## src/include/sha_consts.svh

```systemverilog
// SHA accelerator constants
`ifndef SHA_CONSTS_SVH
`define SHA_CONSTS_SVH

////////////////////
// CSR word addresses
`define SHA_CSR_CTRL_ADDR   4'd1
`define SHA_CSR_DATA_ADDR   4'd2
`define SHA_CSR_LEN_ADDR    4'd3

// Address bit 3 set selects a digest word, low bits pick the word
`define SHA_CSR_DIGEST_BIT  3

////////////////////
// Control and status bit positions
`define SHA_CTRL_START_BIT  4
`define SHA_STAT_DONE_BIT   5

// Length must be a whole number of 64-byte blocks
`define SHA_LEN_MASK        32'hffff_ffc0

////////////////////
// Block geometry and round count
`define SHA_BLOCK_WORDS     16
`define SHA_ROUNDS          64

`endif

```

## src/hdl/sha_pkg.sv

```systemverilog
// SHA accelerator shared types
package sha_pkg;

    // One CSR bus request from the host
    typedef struct packed {
        logic        read;
        logic        write;
        logic [3:0]  address;
        logic [31:0] writedata;
    } csr_req_t;

    // Decoded commands from CSR unit to block assembler
    typedef struct packed {
        logic        start;
        logic        data_valid;
        logic [31:0] data;
        logic [31:0] length;
    } sha_cmd_t;

    // Block handed to the compression core, word 0 in bits 511:480
    typedef struct packed {
        logic         valid;
        logic         first;
        logic [511:0] data;
    } sha_block_t;

    // Digest with H0 in bits 31:0 and H7 in bits 255:224
    typedef logic [255:0] sha_digest_t;

    // Assembler FSM states
    typedef enum logic [2:0] {IDLE, ACCEPT, PAD, WAIT, DONE} asm_state_t;

    // Bus words are little-endian, SHA words big-endian
    function automatic logic [31:0] bswap32(input logic [31:0] x);
        bswap32 = {x[7:0], x[15:8], x[23:16], x[31:24]};
    endfunction

endpackage

```

## src/hdl/csr_regs.sv

```systemverilog
// SHA CSR register block
`include "sha_consts.svh"

module csr_regs
    import sha_pkg::*;
(
    input  logic        clk,
    input  logic        areset,
    input  csr_req_t    csr,
    input  logic        data_ready,
    input  logic        done_flag,
    input  sha_digest_t digest,
    output sha_cmd_t    cmd,
    output logic [31:0] csr_readdata,
    output logic        csr_waitrequest
);

    logic        wr_ctrl;
    logic        wr_data;
    logic        wr_len;
    logic [31:0] len_q;
    logic        done_status;
    logic [31:0] status_word;
    logic [31:0] digest_word;

    ////////////////////
    // Write decode, full four-bit address compare
    assign wr_ctrl = csr.write && (csr.address == `SHA_CSR_CTRL_ADDR);
    assign wr_data = csr.write && (csr.address == `SHA_CSR_DATA_ADDR);
    assign wr_len  = csr.write && (csr.address == `SHA_CSR_LEN_ADDR);

    // Start pulse when the start bit is written
    assign cmd.start      = wr_ctrl && csr.writedata[`SHA_CTRL_START_BIT];
    // Data word only passes when the assembler can take it
    assign cmd.data_valid = wr_data && data_ready;
    assign cmd.data       = csr.writedata;
    assign cmd.length     = len_q;

    // Length register, low six bits forced to zero
    always_ff @(posedge clk or posedge areset)
    begin
        if (areset)
            len_q <= '0;
        else if (wr_len)
            len_q <= csr.writedata & `SHA_LEN_MASK;
    end

    // Registered done status
    // A start write clears it right away, before the assembler leaves DONE
    always_ff @(posedge clk or posedge areset)
    begin
        if (areset)
            done_status <= 1'b0;
        else
            done_status <= done_flag && !cmd.start;
    end

    ////////////////////
    // Read path
    always_comb
    begin
        status_word = '0;
        status_word[`SHA_STAT_DONE_BIT] = done_status;
    end

    // Digest word back to little-endian for the host
    assign digest_word = bswap32(digest[32*csr.address[2:0] +: 32]);

    // Any address with bit 3 clear reads status
    always_comb
    begin
        if (!csr.read)
            csr_readdata = '0;
        else if (csr.address[`SHA_CSR_DIGEST_BIT])
            csr_readdata = digest_word;
        else
            csr_readdata = status_word;
    end

    // Stall during reset and on data writes the assembler cannot accept
    assign csr_waitrequest = areset || (wr_data && !data_ready);

endmodule

```

## src/hdl/block_assembler.sv

```systemverilog
// SHA block assembler
`include "sha_consts.svh"

module block_assembler
    import sha_pkg::*;
(
    input  logic       clk,
    input  logic       areset,
    input  sha_cmd_t   cmd,
    input  logic       digest_valid,
    output sha_block_t blk,
    output logic       data_ready,
    output logic       done_flag
);

    asm_state_t   state;
    logic [3:0]   slice;
    logic [31:0]  remaining;
    logic         first_next;
    logic         pending;
    logic         blk_valid;
    logic         blk_first;
    logic [511:0] blk_data;
    logic         word_go;
    logic         pad_go;
    logic         block_full;

    // Word that completes the current block
    assign block_full = (slice == 4'(`SHA_BLOCK_WORDS - 1));

    // Hold off the last word of a block until the core is free
    assign data_ready = (state == ACCEPT) && !(block_full && pending);
    assign done_flag  = (state == DONE);

    assign word_go = (state == ACCEPT) && cmd.data_valid;
    // Padding block leaves once nothing is pending
    assign pad_go  = (state == PAD) && !pending;

    ////////////////////
    // Control FSM
    always_ff @(posedge clk or posedge areset)
    begin
        if (areset)
        begin
            state      <= IDLE;
            slice      <= '0;
            remaining  <= '0;
            first_next <= 1'b0;
            pending    <= 1'b0;
            blk_valid  <= 1'b0;
            blk_first  <= 1'b0;
        end
        else
        begin
            blk_valid <= 1'b0;
            // Core finished, a new issue below takes priority
            if (digest_valid)
                pending <= 1'b0;

            case (state)
                IDLE, DONE:
                begin
                    if (cmd.start)
                    begin
                        remaining  <= cmd.length;
                        slice      <= '0;
                        // Next block starts from the initial hash values
                        first_next <= 1'b1;
                        state      <= (cmd.length == '0) ? PAD : ACCEPT;
                    end
                end
                ACCEPT:
                begin
                    if (word_go)
                    begin
                        // Wraps to 0 after the sixteenth word
                        slice     <= slice + 4'd1;
                        remaining <= remaining - 32'd4;
                        if (block_full)
                        begin
                            blk_valid  <= 1'b1;
                            blk_first  <= first_next;
                            first_next <= 1'b0;
                            pending    <= 1'b1;
                        end
                        if (remaining == 32'd4)
                            state <= PAD;
                    end
                end
                PAD:
                begin
                    if (pad_go)
                    begin
                        blk_valid  <= 1'b1;
                        blk_first  <= first_next;
                        first_next <= 1'b0;
                        pending    <= 1'b1;
                        state      <= WAIT;
                    end
                end
                WAIT:
                begin
                    // Only the padding block is in flight here
                    if (digest_valid)
                        state <= DONE;
                end
                default:
                    state <= IDLE;
            endcase
        end
    end

    ////////////////////
    // Block payload
    always_ff @(posedge clk)
    begin
        if (word_go)
            blk_data[32*(4'd15 - slice) +: 32] <= bswap32(cmd.data);
        else if (pad_go)
            // Leading one, zero fill, message length in bits
            blk_data <= {1'b1, 447'b0, 29'b0, cmd.length, 3'b0};
    end

    assign blk = '{valid: blk_valid, first: blk_first, data: blk_data};

    // The CSR unit must never pass a word the assembler refused
    a_strobe_when_ready: assert property (@(posedge clk) disable iff (areset)
        cmd.data_valid |-> data_ready)
        else $error("data strobe while data_ready is low");

endmodule

```

## src/hdl/sha256_core.sv

```systemverilog
// SHA-256 compression core
`include "sha_consts.svh"

module sha256_core
    import sha_pkg::*;
(
    input  logic        clk,
    input  logic        areset,
    input  sha_block_t  blk,
    output logic        digest_valid,
    output sha_digest_t digest
);

    ////////////////////
    // Round constants
    localparam logic [31:0] K [0:`SHA_ROUNDS-1] = '{
        32'h428a2f98, 32'h71374491, 32'hb5c0fbcf, 32'he9b5dba5,
        32'h3956c25b, 32'h59f111f1, 32'h923f82a4, 32'hab1c5ed5,
        32'hd807aa98, 32'h12835b01, 32'h243185be, 32'h550c7dc3,
        32'h72be5d74, 32'h80deb1fe, 32'h9bdc06a7, 32'hc19bf174,
        32'he49b69c1, 32'hefbe4786, 32'h0fc19dc6, 32'h240ca1cc,
        32'h2de92c6f, 32'h4a7484aa, 32'h5cb0a9dc, 32'h76f988da,
        32'h983e5152, 32'ha831c66d, 32'hb00327c8, 32'hbf597fc7,
        32'hc6e00bf3, 32'hd5a79147, 32'h06ca6351, 32'h14292967,
        32'h27b70a85, 32'h2e1b2138, 32'h4d2c6dfc, 32'h53380d13,
        32'h650a7354, 32'h766a0abb, 32'h81c2c92e, 32'h92722c85,
        32'ha2bfe8a1, 32'ha81a664b, 32'hc24b8b70, 32'hc76c51a3,
        32'hd192e819, 32'hd6990624, 32'hf40e3585, 32'h106aa070,
        32'h19a4c116, 32'h1e376c08, 32'h2748774c, 32'h34b0bcb5,
        32'h391c0cb3, 32'h4ed8aa4a, 32'h5b9cca4f, 32'h682e6ff3,
        32'h748f82ee, 32'h78a5636f, 32'h84c87814, 32'h8cc70208,
        32'h90befffa, 32'ha4506ceb, 32'hbef9a3f7, 32'hc67178f2
    };

    // Initial hash values, H0 in the lowest word
    localparam logic [7:0][31:0] IV = {
        32'h5be0cd19, 32'h1f83d9ab, 32'h9b05688c, 32'h510e527f,
        32'ha54ff53a, 32'h3c6ef372, 32'hbb67ae85, 32'h6a09e667
    };

    function automatic logic [31:0] rotr(input logic [31:0] x, input int n);
        rotr = (x >> n) | (x << (32 - n));
    endfunction

    logic [7:0][31:0]  hv;
    logic [7:0][31:0]  wv;
    logic [15:0][31:0] w;
    logic [5:0]        round;
    logic              running;
    logic              finish;
    logic              first_q;
    logic [31:0]       t1;
    logic [31:0]       t2;
    logic [31:0]       w_next;

    // Round function, wv[0] is a and wv[7] is h
    always_comb
    begin
        t1 = wv[7] + (rotr(wv[4], 6) ^ rotr(wv[4], 11) ^ rotr(wv[4], 25))
            + ((wv[4] & wv[5]) ^ (~wv[4] & wv[6])) + K[round] + w[0];
        t2 = (rotr(wv[0], 2) ^ rotr(wv[0], 13) ^ rotr(wv[0], 22))
            + ((wv[0] & wv[1]) ^ (wv[0] & wv[2]) ^ (wv[1] & wv[2]));
        // Schedule word sixteen ahead of w[0]
        w_next = (rotr(w[14], 17) ^ rotr(w[14], 19) ^ (w[14] >> 10)) + w[9]
            + (rotr(w[1], 7) ^ rotr(w[1], 18) ^ (w[1] >> 3)) + w[0];
    end

    ////////////////////
    // Sequencing: load, 64 rounds, then one add cycle
    always_ff @(posedge clk or posedge areset)
    begin
        if (areset)
        begin
            running      <= 1'b0;
            finish       <= 1'b0;
            round        <= '0;
            digest_valid <= 1'b0;
        end
        else
        begin
            digest_valid <= finish;
            finish       <= 1'b0;
            if (blk.valid)
            begin
                running <= 1'b1;
                round   <= '0;
            end
            else if (running)
            begin
                round <= round + 6'd1;
                if (round == 6'(`SHA_ROUNDS - 1))
                begin
                    running <= 1'b0;
                    finish  <= 1'b1;
                end
            end
        end
    end

    // Working variables, schedule window and chaining state
    always_ff @(posedge clk)
    begin
        if (blk.valid)
        begin
            wv      <= blk.first ? IV : hv;
            first_q <= blk.first;
            for (int i = 0; i < `SHA_BLOCK_WORDS; i++)
                w[i] <= blk.data[32*(15 - i) +: 32];
        end
        else if (running)
        begin
            wv <= {wv[6], wv[5], wv[4], wv[3] + t1, wv[2], wv[1], wv[0], t1 + t2};
            w  <= {w_next, w[15:1]};
        end
        // Chain only moves at block end, so digest holds in between
        if (finish)
            for (int i = 0; i < 8; i++)
                hv[i] <= (first_q ? IV[i] : hv[i]) + wv[i];
    end

    assign digest = hv;

    // Assembler must wait for the previous digest before the next block
    a_no_block_while_busy: assert property (@(posedge clk) disable iff (areset)
        blk.valid |-> !running && !finish)
        else $error("block valid while rounds are running");

endmodule

```

## src/hdl/sha_accel_top.sv

```systemverilog
// SHA-256 accelerator top
module sha_accel_top
    import sha_pkg::*;
(
    input  logic        clk,
    input  logic        areset,
    input  csr_req_t    csr,
    output logic [31:0] csr_readdata,
    output logic        csr_waitrequest
);

    sha_cmd_t    cmd;
    sha_block_t  blk;
    sha_digest_t digest;
    logic        data_ready;
    logic        done_flag;
    logic        digest_valid;

    ////////////////////
    // Host bus decode and read mux
    csr_regs u_csr (
        .clk             (clk),
        .areset          (areset),
        .csr             (csr),
        .data_ready      (data_ready),
        .done_flag       (done_flag),
        .digest          (digest),
        .cmd             (cmd),
        .csr_readdata    (csr_readdata),
        .csr_waitrequest (csr_waitrequest)
    );

    // Words in, 512-bit blocks out
    block_assembler u_asm (
        .clk          (clk),
        .areset       (areset),
        .cmd          (cmd),
        .digest_valid (digest_valid),
        .blk          (blk),
        .data_ready   (data_ready),
        .done_flag    (done_flag)
    );

    // One round per clock
    sha256_core u_core (
        .clk          (clk),
        .areset       (areset),
        .blk          (blk),
        .digest_valid (digest_valid),
        .digest       (digest)
    );

endmodule

```

## config.mk

```make
export PLATFORM = sky130hd
export DESIGN_NAME = sha_accel_top
export DESIGN_NICKNAME = d
export VERILOG_FILES = /design/src/hdl/sha_pkg.sv /design/src/hdl/csr_regs.sv /design/src/hdl/block_assembler.sv /design/src/hdl/sha256_core.sv /design/src/hdl/sha_accel_top.sv
export VERILOG_INCLUDE_DIRS = /design/src /design/src/include
export SDC_FILE = /design/constraint.sdc
export NUM_CORES = 2
export LEC_CHECK = 0
export CAP_MARGIN = 10
export CORE_ASPECT_RATIO = 2
export CORE_MARGIN = 3
export CORE_UTILIZATION = 61
export CTS_BUF_LIST = sky130_fd_sc_hd__clkbuf_8 sky130_fd_sc_hd__clkbuf_16
export CTS_CLUSTER_DIAMETER = 120
export CTS_CLUSTER_SIZE = 20
export DETAILED_ROUTE_END_ITERATION = 8
export DONT_BUFFER_PORTS = 1
export GPL_TIMING_DRIVEN = 1
export PLACE_DENSITY = 0.77
export SYNTH_ARGS = -nofsm -noshare
export SYNTH_HDL_FRONTEND = slang
export SYNTH_SLANG_ARGS = --single-unit
export TNS_END_PERCENT = 10
```

## constraint.sdc

```tcl
create_clock -name clk -period 14.4 [get_ports clk]
set_clock_uncertainty 0.05 [all_clocks]
set_input_delay 2.16 -clock clk [delete_from_list [all_inputs] [get_ports clk]]
set_output_delay 2.16 -clock clk [all_outputs]
set_load 0.03 [all_outputs]
```

== Word level (Yosys, flattened, before mapping) ==
Memory sizes are Yosys's and may differ from the RTL's.
Index checks and enable logic that the tools add are counted.
W data, S select, Z words.
Storage, ports and cells
  bits in registers: 1616
  memories: 1
  input port bits: 40
  ROM bits: 2048
Memory list
  (no name shown): words 64, width 32, read ports 1, clocked after memory_dff 0, wr ports 0, RTL line sha256_core.sv:60  | + ((wv[4] & wv[5]) ^ (~wv[4] & wv[6])) + K[round] + w[0];
Operators by class
  add/sub/neg operators: 23
  bitwise operators: 28
  order comparisons: 1
  equality and inequality tests: 16
  mux-type cells: 59
  reductions and logical operators: 28
  shift operators: 3
Operator list (number)
  $mux W512: 4
  $mux W256: 3
  $add A32 B32 Y32: 18
  $bwmux W512: 1
  $shift A32 B34 Y512 const A: 1
  $shiftx A32 B34 Y512: 1
  $mux W32: 14
  $xor A32 B32 Y32: 9
  $shiftx A256 B9 Y32: 1
  $and A32 B32 Y32: 5
  $pmux W32 S2: 1
  $neg A32 Y34: 1
  $eq A32 B3 Y1 const B: 1
  $logic_not A32 Y1: 1
  $not A32 Y32: 1
  $or A10 B32 Y32: 1
  $or A13 B32 Y32: 1
  $or A14 B32 Y32: 1
  $or A15 B32 Y32: 1
  $or A19 B32 Y32: 1
  $or A21 B32 Y32: 1
  $or A25 B32 Y32: 1
  $or A26 B32 Y32: 1
  $or A30 B32 Y32: 1
  other kinds (37): 87

== Logic depth before layout (Yosys ltp) ==
  depth after elaboration: 10
  depth in mapped cells: 38

== Hierarchy ==
From an unflattened synthesis, not the netlist that was laid out.
Unflattened totals
  cells, all modules: 9537
  area, all modules: 100407.5 um^2
Modules (own cells, without submodules)
  sha256_core: times used 1, cells an instance 6550, area each 70746.6 um^2
  block_assembler: times used 1, cells an instance 2724, area each 26252.7 um^2
  csr_regs: times used 1, cells an instance 263, area each 3408.3 um^2

== Worst setup path before layout ==
No wires, ideal clock.
  path kind: input to register
  start: input csr[34] (netlist bit)
  end: register u_asm.blk_data[0], enable pin
  arrival: 11.186 ns
  buffers on the path: 3
  stages: 8
  data required time: 10.863 ns
  library setup time: 3.487 ns
  setup slack: -0.323 ns
  cells stage by stage: clkbuf_1 > nor2_1 > nand3_1 > nor2_1 > nand2_1 > clkbuf_1 > buf_1 > nand2_1
On the way
  cells in the longest elaborated chain, start to end: 5
Ends and longest elaborated chain
  start: declaration: RTL line sha_accel_top.sv:7  | input csr_req_t csr,
  $eq A4 B2 Y1 (no line)
  $logic_and A1 B1 Y1: RTL line csr_regs.sv:29  | assign wr_data = csr.write && (csr.address == `SHA_CSR_DATA_ADDR);
  $logic_and A1 B1 Y1: RTL line csr_regs.sv:35  | assign cmd.data_valid = wr_data && data_ready;
  $logic_and A1 B1 Y1: RTL line block_assembler.sv:35  | assign word_go = (state == ACCEPT) && cmd.data_valid;
  $reduce_bool A2 Y1 (no line)
  end signal: indexed assignment: RTL line block_assembler.sv:118  | blk_data[32*(4'd15 - slice) +: 32] <= bswap32(cmd.data);
  end signal: assignment: RTL line block_assembler.sv:121  | blk_data <= {1'b1, 447'b0, 29'b0, cmd.length, 3'b0};
  end: declaration: RTL line block_assembler.sv:23  | logic [511:0] blk_data;
Every way passes these cells.
A chain may end at the register's enable or synchronous reset.

== Worst setup path after layout ==
  start: register u_core.round[0]
  end: register u_core.wv[29] (netlist bit), data pin
On the way
  cells in the longest elaborated chain, start to end: 9
Ends and longest elaborated chain
  start: declaration: RTL line sha256_core.sv:48  | logic [5:0] round;
  start signal: assignment: RTL line sha256_core.sv:90  | round <= round + 6'd1;
  $not A6 Y7 (implied by the code): RTL line sha256_core.sv:60
  $mem_v2 Z64 W32
  $mux W32 (implied by the code) (2 in series): RTL line sha256_core.sv:60
  $add A32 B32 Y32 (2 in series): RTL line sha256_core.sv:60
  $add A32 B32 Y32: RTL line sha256_core.sv:112  | wv <= {wv[6], wv[5], wv[4], wv[3] + t1, wv[2], wv[1], wv[0], t1 + t2};
  $mux W256: RTL line sha256_core.sv:110  | else if (running)
  $mux W256: RTL line sha256_core.sv:103  | if (blk.valid)
  end signal: assignment: RTL line sha256_core.sv:105  | wv <= blk.first ? IV : hv;
  end signal: assignment: RTL line sha256_core.sv:112
  end: declaration: RTL line sha256_core.sv:46  | logic [7:0][31:0] wv;
Every way passes these cells. The select of a mux whose other input is x is not followed.

==> flow_summary.yaml <==
clock_network:
  cts_tree: "yes"
  hold_buffers: 0
  htreeDepth: 3
  numCtsBuffers: 90
  cts_resized: 0
  clock_path_buffers: 3
  path_clk_slew_ps: 100
  clk_latency_ps: 760
  cts.sinks: 1614
  post_cts_buffers: 0
  cts_root_buffer: "clkbuf_16"
logic_synthesis:
  synth_top_family_by_area: "compound AO/OA/AOI/OAI gates"
  ys_types: 107
  synth_edf_count: 1537
  synthMuxAreaShare_pct: 8.272
  synthesis.nets: 9661
  syn_avg_cell_area_um2: 10.89
  yosysSeqAreaShare_pct: 48.91
  synth_async_sr_flop_share_pct: 4.771
  synth-simple-area-share_pct: 12.23
  synth-compound-area-share_pct: 12.79
  synth_flop_cell: "edfxtp_1"
  syn-cell-area_um2: 98310
  synth_fa_ha_area_share_pct: 9.268
  yosys.area_share.xor_xnor_pct: 5.295
  ys_warn_count: 0
  yosys_register_bits: 1614
  syn_inst: 9029
global_route:
  grt.total_usage_pct: 41.43
  grt_overflow_total: 0
  grt_max_degree: 211
  grt_pass1_vias: 74274
  grt_pass1_wl_um: 501900
  antenna_found_initial: 6
sta:
  setup_viol: 0
  finalCritPeriodShare_pct: 71.38
  rsz0062_at_grt: "no"
  fin_tns_setup_ps: 0
  worst_pin_slew_ps: 1378
  finalCriticalPeriod_ps: 10280
  max-slew-margin-rel_pct: 8.148
  timing_hold_violations_final: 0
  slew_viol_final: 0
  max_freq_mhz: 97.29
die:
  std_cell_rows: 207
  die_w_um: 289.9
  ioPinCount: 73
  die_h_um: 573.7
  die-area_um2: 166300
  core_region_area_um2: 159500
  initial_utilization_pct: 61.62
flow_run:
  drv_cap: 0
placed_design:
  port_buffers: 0
  post-dp-hpwl_um: 249700
  placed_cells: 10695
  finalWeightedCongestion: 1.041
final_layout:
  mostFrequentLayoutCells: "1,537 x edfxtp_1, 986 x a21oi_1, 888 x nor2_1"
  nets: 9331
  final_common_cell: "edfxtp_1"
  syn_to_final_growth_pct: 4.522
  drive_above_1_share_pct: 12.10
  finalNonFillerCells: 10841
pwr:
  power_density_nw_per_um2: 122.0
  sequentialPowerShare_pct: 45.4
  power_leakage_nw: 38.58
  internal-power_mw: 8.253
  sw_frac_of_total_pct: 34.18
  p_clk_share_pct: 22.1
  vdd_drop_max_v: 0.0001509
  p_switching_mw: 4.285
  p_comb_share_pct: 32.5
worst_setup_path:
  cp.arrival_ps: 10700
  crit_top_cell: "a21oi_1"
  crit_slowest_cell: "ha_1"
  worst_setup_path_end_kind: "flip-flop"
  worstPathRequired_ps: 14820
  start_kind: "flip-flop"
  max_stage_delay_ps: 870
  worstSetupPathType: "flip-flop to flip-flop"
  crit_fanout: 13
min_path:
  hp-class: "flip-flop to flip-flop"
run_status:
  status: "finished, final reports clean"
drt:
  drt_first_iter_violations: 7052
  final_antenna_net_count: 0
  drt-vias-per-instance: 6.729
  wl_per_cell_um: 32.26
  post-route-drc-count: 0
  drt_first_pass_iters: 6
  drt-total-wl_um: 349700
  vias: 72952
-- cells in the mapped netlist, types with 54 or more instances --
master,n,area share (%)
nand2_1,788,3.0
o21a_1,54,0.41
clkbuf_1,515,2.0
a21oi_1,986,5.0
edfxtp_1,1537,47
mux4_2,67,1.5
o2bb2ai_1,70,0.62
mux2i_1,80,0.81
xnor2_1,447,4.0
dfrtp_1,77,2.0
inv_1,288,1.1
xor2_1,142,1.3
nor2b_1,155,0.99
nor3_1,89,0.45
a21o_1,192,1.5
nand2b_1,82,0.52
fa_1,195,4.0
nor2_1,892,3.4
mux2_2,517,5.9
ha_1,397,5.1
or2_2,152,0.97
o21ai_0,267,1.4
nand3_1,312,1.6
-- worst max-delay path: cells and delay by family, from the launching register on --
family,cells,cell delay [ps]
compound gates,12,3810
flops,1,370
fa+ha+maj,7,3740
buf+inv,3,500
simple gates,3,700
mux,1,340
xor+xnor,2,410
-- final timing paths --
check	end	start	slack (ps)	cells past startpoint
max in group asynchronous	u_core.round[3]	areset	11750	2
worst max-delay path	u_core.wv[29]	u_core.round[0]	4120	28
worst min-delay path	u_asm.pending	u_core.digest_valid	440	1
worst max register to register	u_core.wv[29]	u_core.round[0]	4120	28
worst min register to register	u_asm.pending	u_core.digest_valid	440	1
min in group asynchronous	u_asm.state[0]	areset	1230	1
-- power by group through the flow --
stage	combinational, mW	clock (mW)	sequential [mW]
global route	4.41	2.92	5.70
global placement	3.91	0	5.78
floorplan	2.90	0	5.67
detailed placement	3.99	0	5.78
CTS	4.02	2.79	5.68
finish	4.08	2.77	5.69
-- registers in the layout, indices dropped and copies added, names as in the netlist --
register	count
u_asm.blk_data	512
u_asm.pending	1
u_core.finish	1
u_asm.remaining	30
u_core.wv	256
u_core.running	1
u_asm.blk_first	1
u_asm.first_next	1
u_asm.slice	4
u_asm.state	3
u_csr.len_q	26
u_core.first_q	1
u_asm.blk_valid	1
u_core.round	6
u_core.w	512
u_csr.done_status	1
u_core.digest	256
u_core.digest_valid	1
-- metal layers --
| metal | global-route usage (%) | vias to the layer above | part of all wire, % |
|---|---|---|---|
| li1 | - | 31900 | - |
| met1 | 40.20 | 35791 | 30 |
| met2 | 70.86 | 3830 | 50 |
| met3 | 7.306 | 1431 | 6.9 |
| met4 | 45.00 | 0 | 14 |
| met5 | 0 | - | 0 |
-- stage by stage --
step | utilization, % | total power [mW] | hold WS (ps) | setup WS, ps | instance area (µm²)
5_1_grt | 64.40 | 13.02 | 461.6 | 3775 | 102700
3_5_place_dp | 62.76 | 9.777 | 420.4 | 4373 | 100100
6_report | 64.40 | 12.54 | 442.7 | 4121 | 102800
4_1_cts | 64.36 | 12.48 | 432.5 | 4371 | 102700
3_3_place_gp | 62.76 | 9.688 | 400.9 | 4403 | 100100
2_1_floorplan | - | 8.565 | 374.7 | 3196 | 98310
-- cells by family (layout without fill, tap and decap cells) --
family          count (synthesis)  after routing
flops                        1614           1614
fa+ha+maj                     616            616
compound gates               2039           2039
simple gates                 2658           2658
xor+xnor                      591            591
buf+inv                       847            562
mux                           664            664
other cells                     0              7
-- layout make-up --
cell class	instances	area, µm²
diodes	7	17.52
clock inverters	47	300.3
inverters	291	1096
well taps	2090	2615
clock buffers	90	2252
fillers	12558	56790
repair buffers	134	1121
flip-flops and latches	1614	48100
multi-input cells	6568	47250
Note: power is estimated with default switching activity, not from simulation.
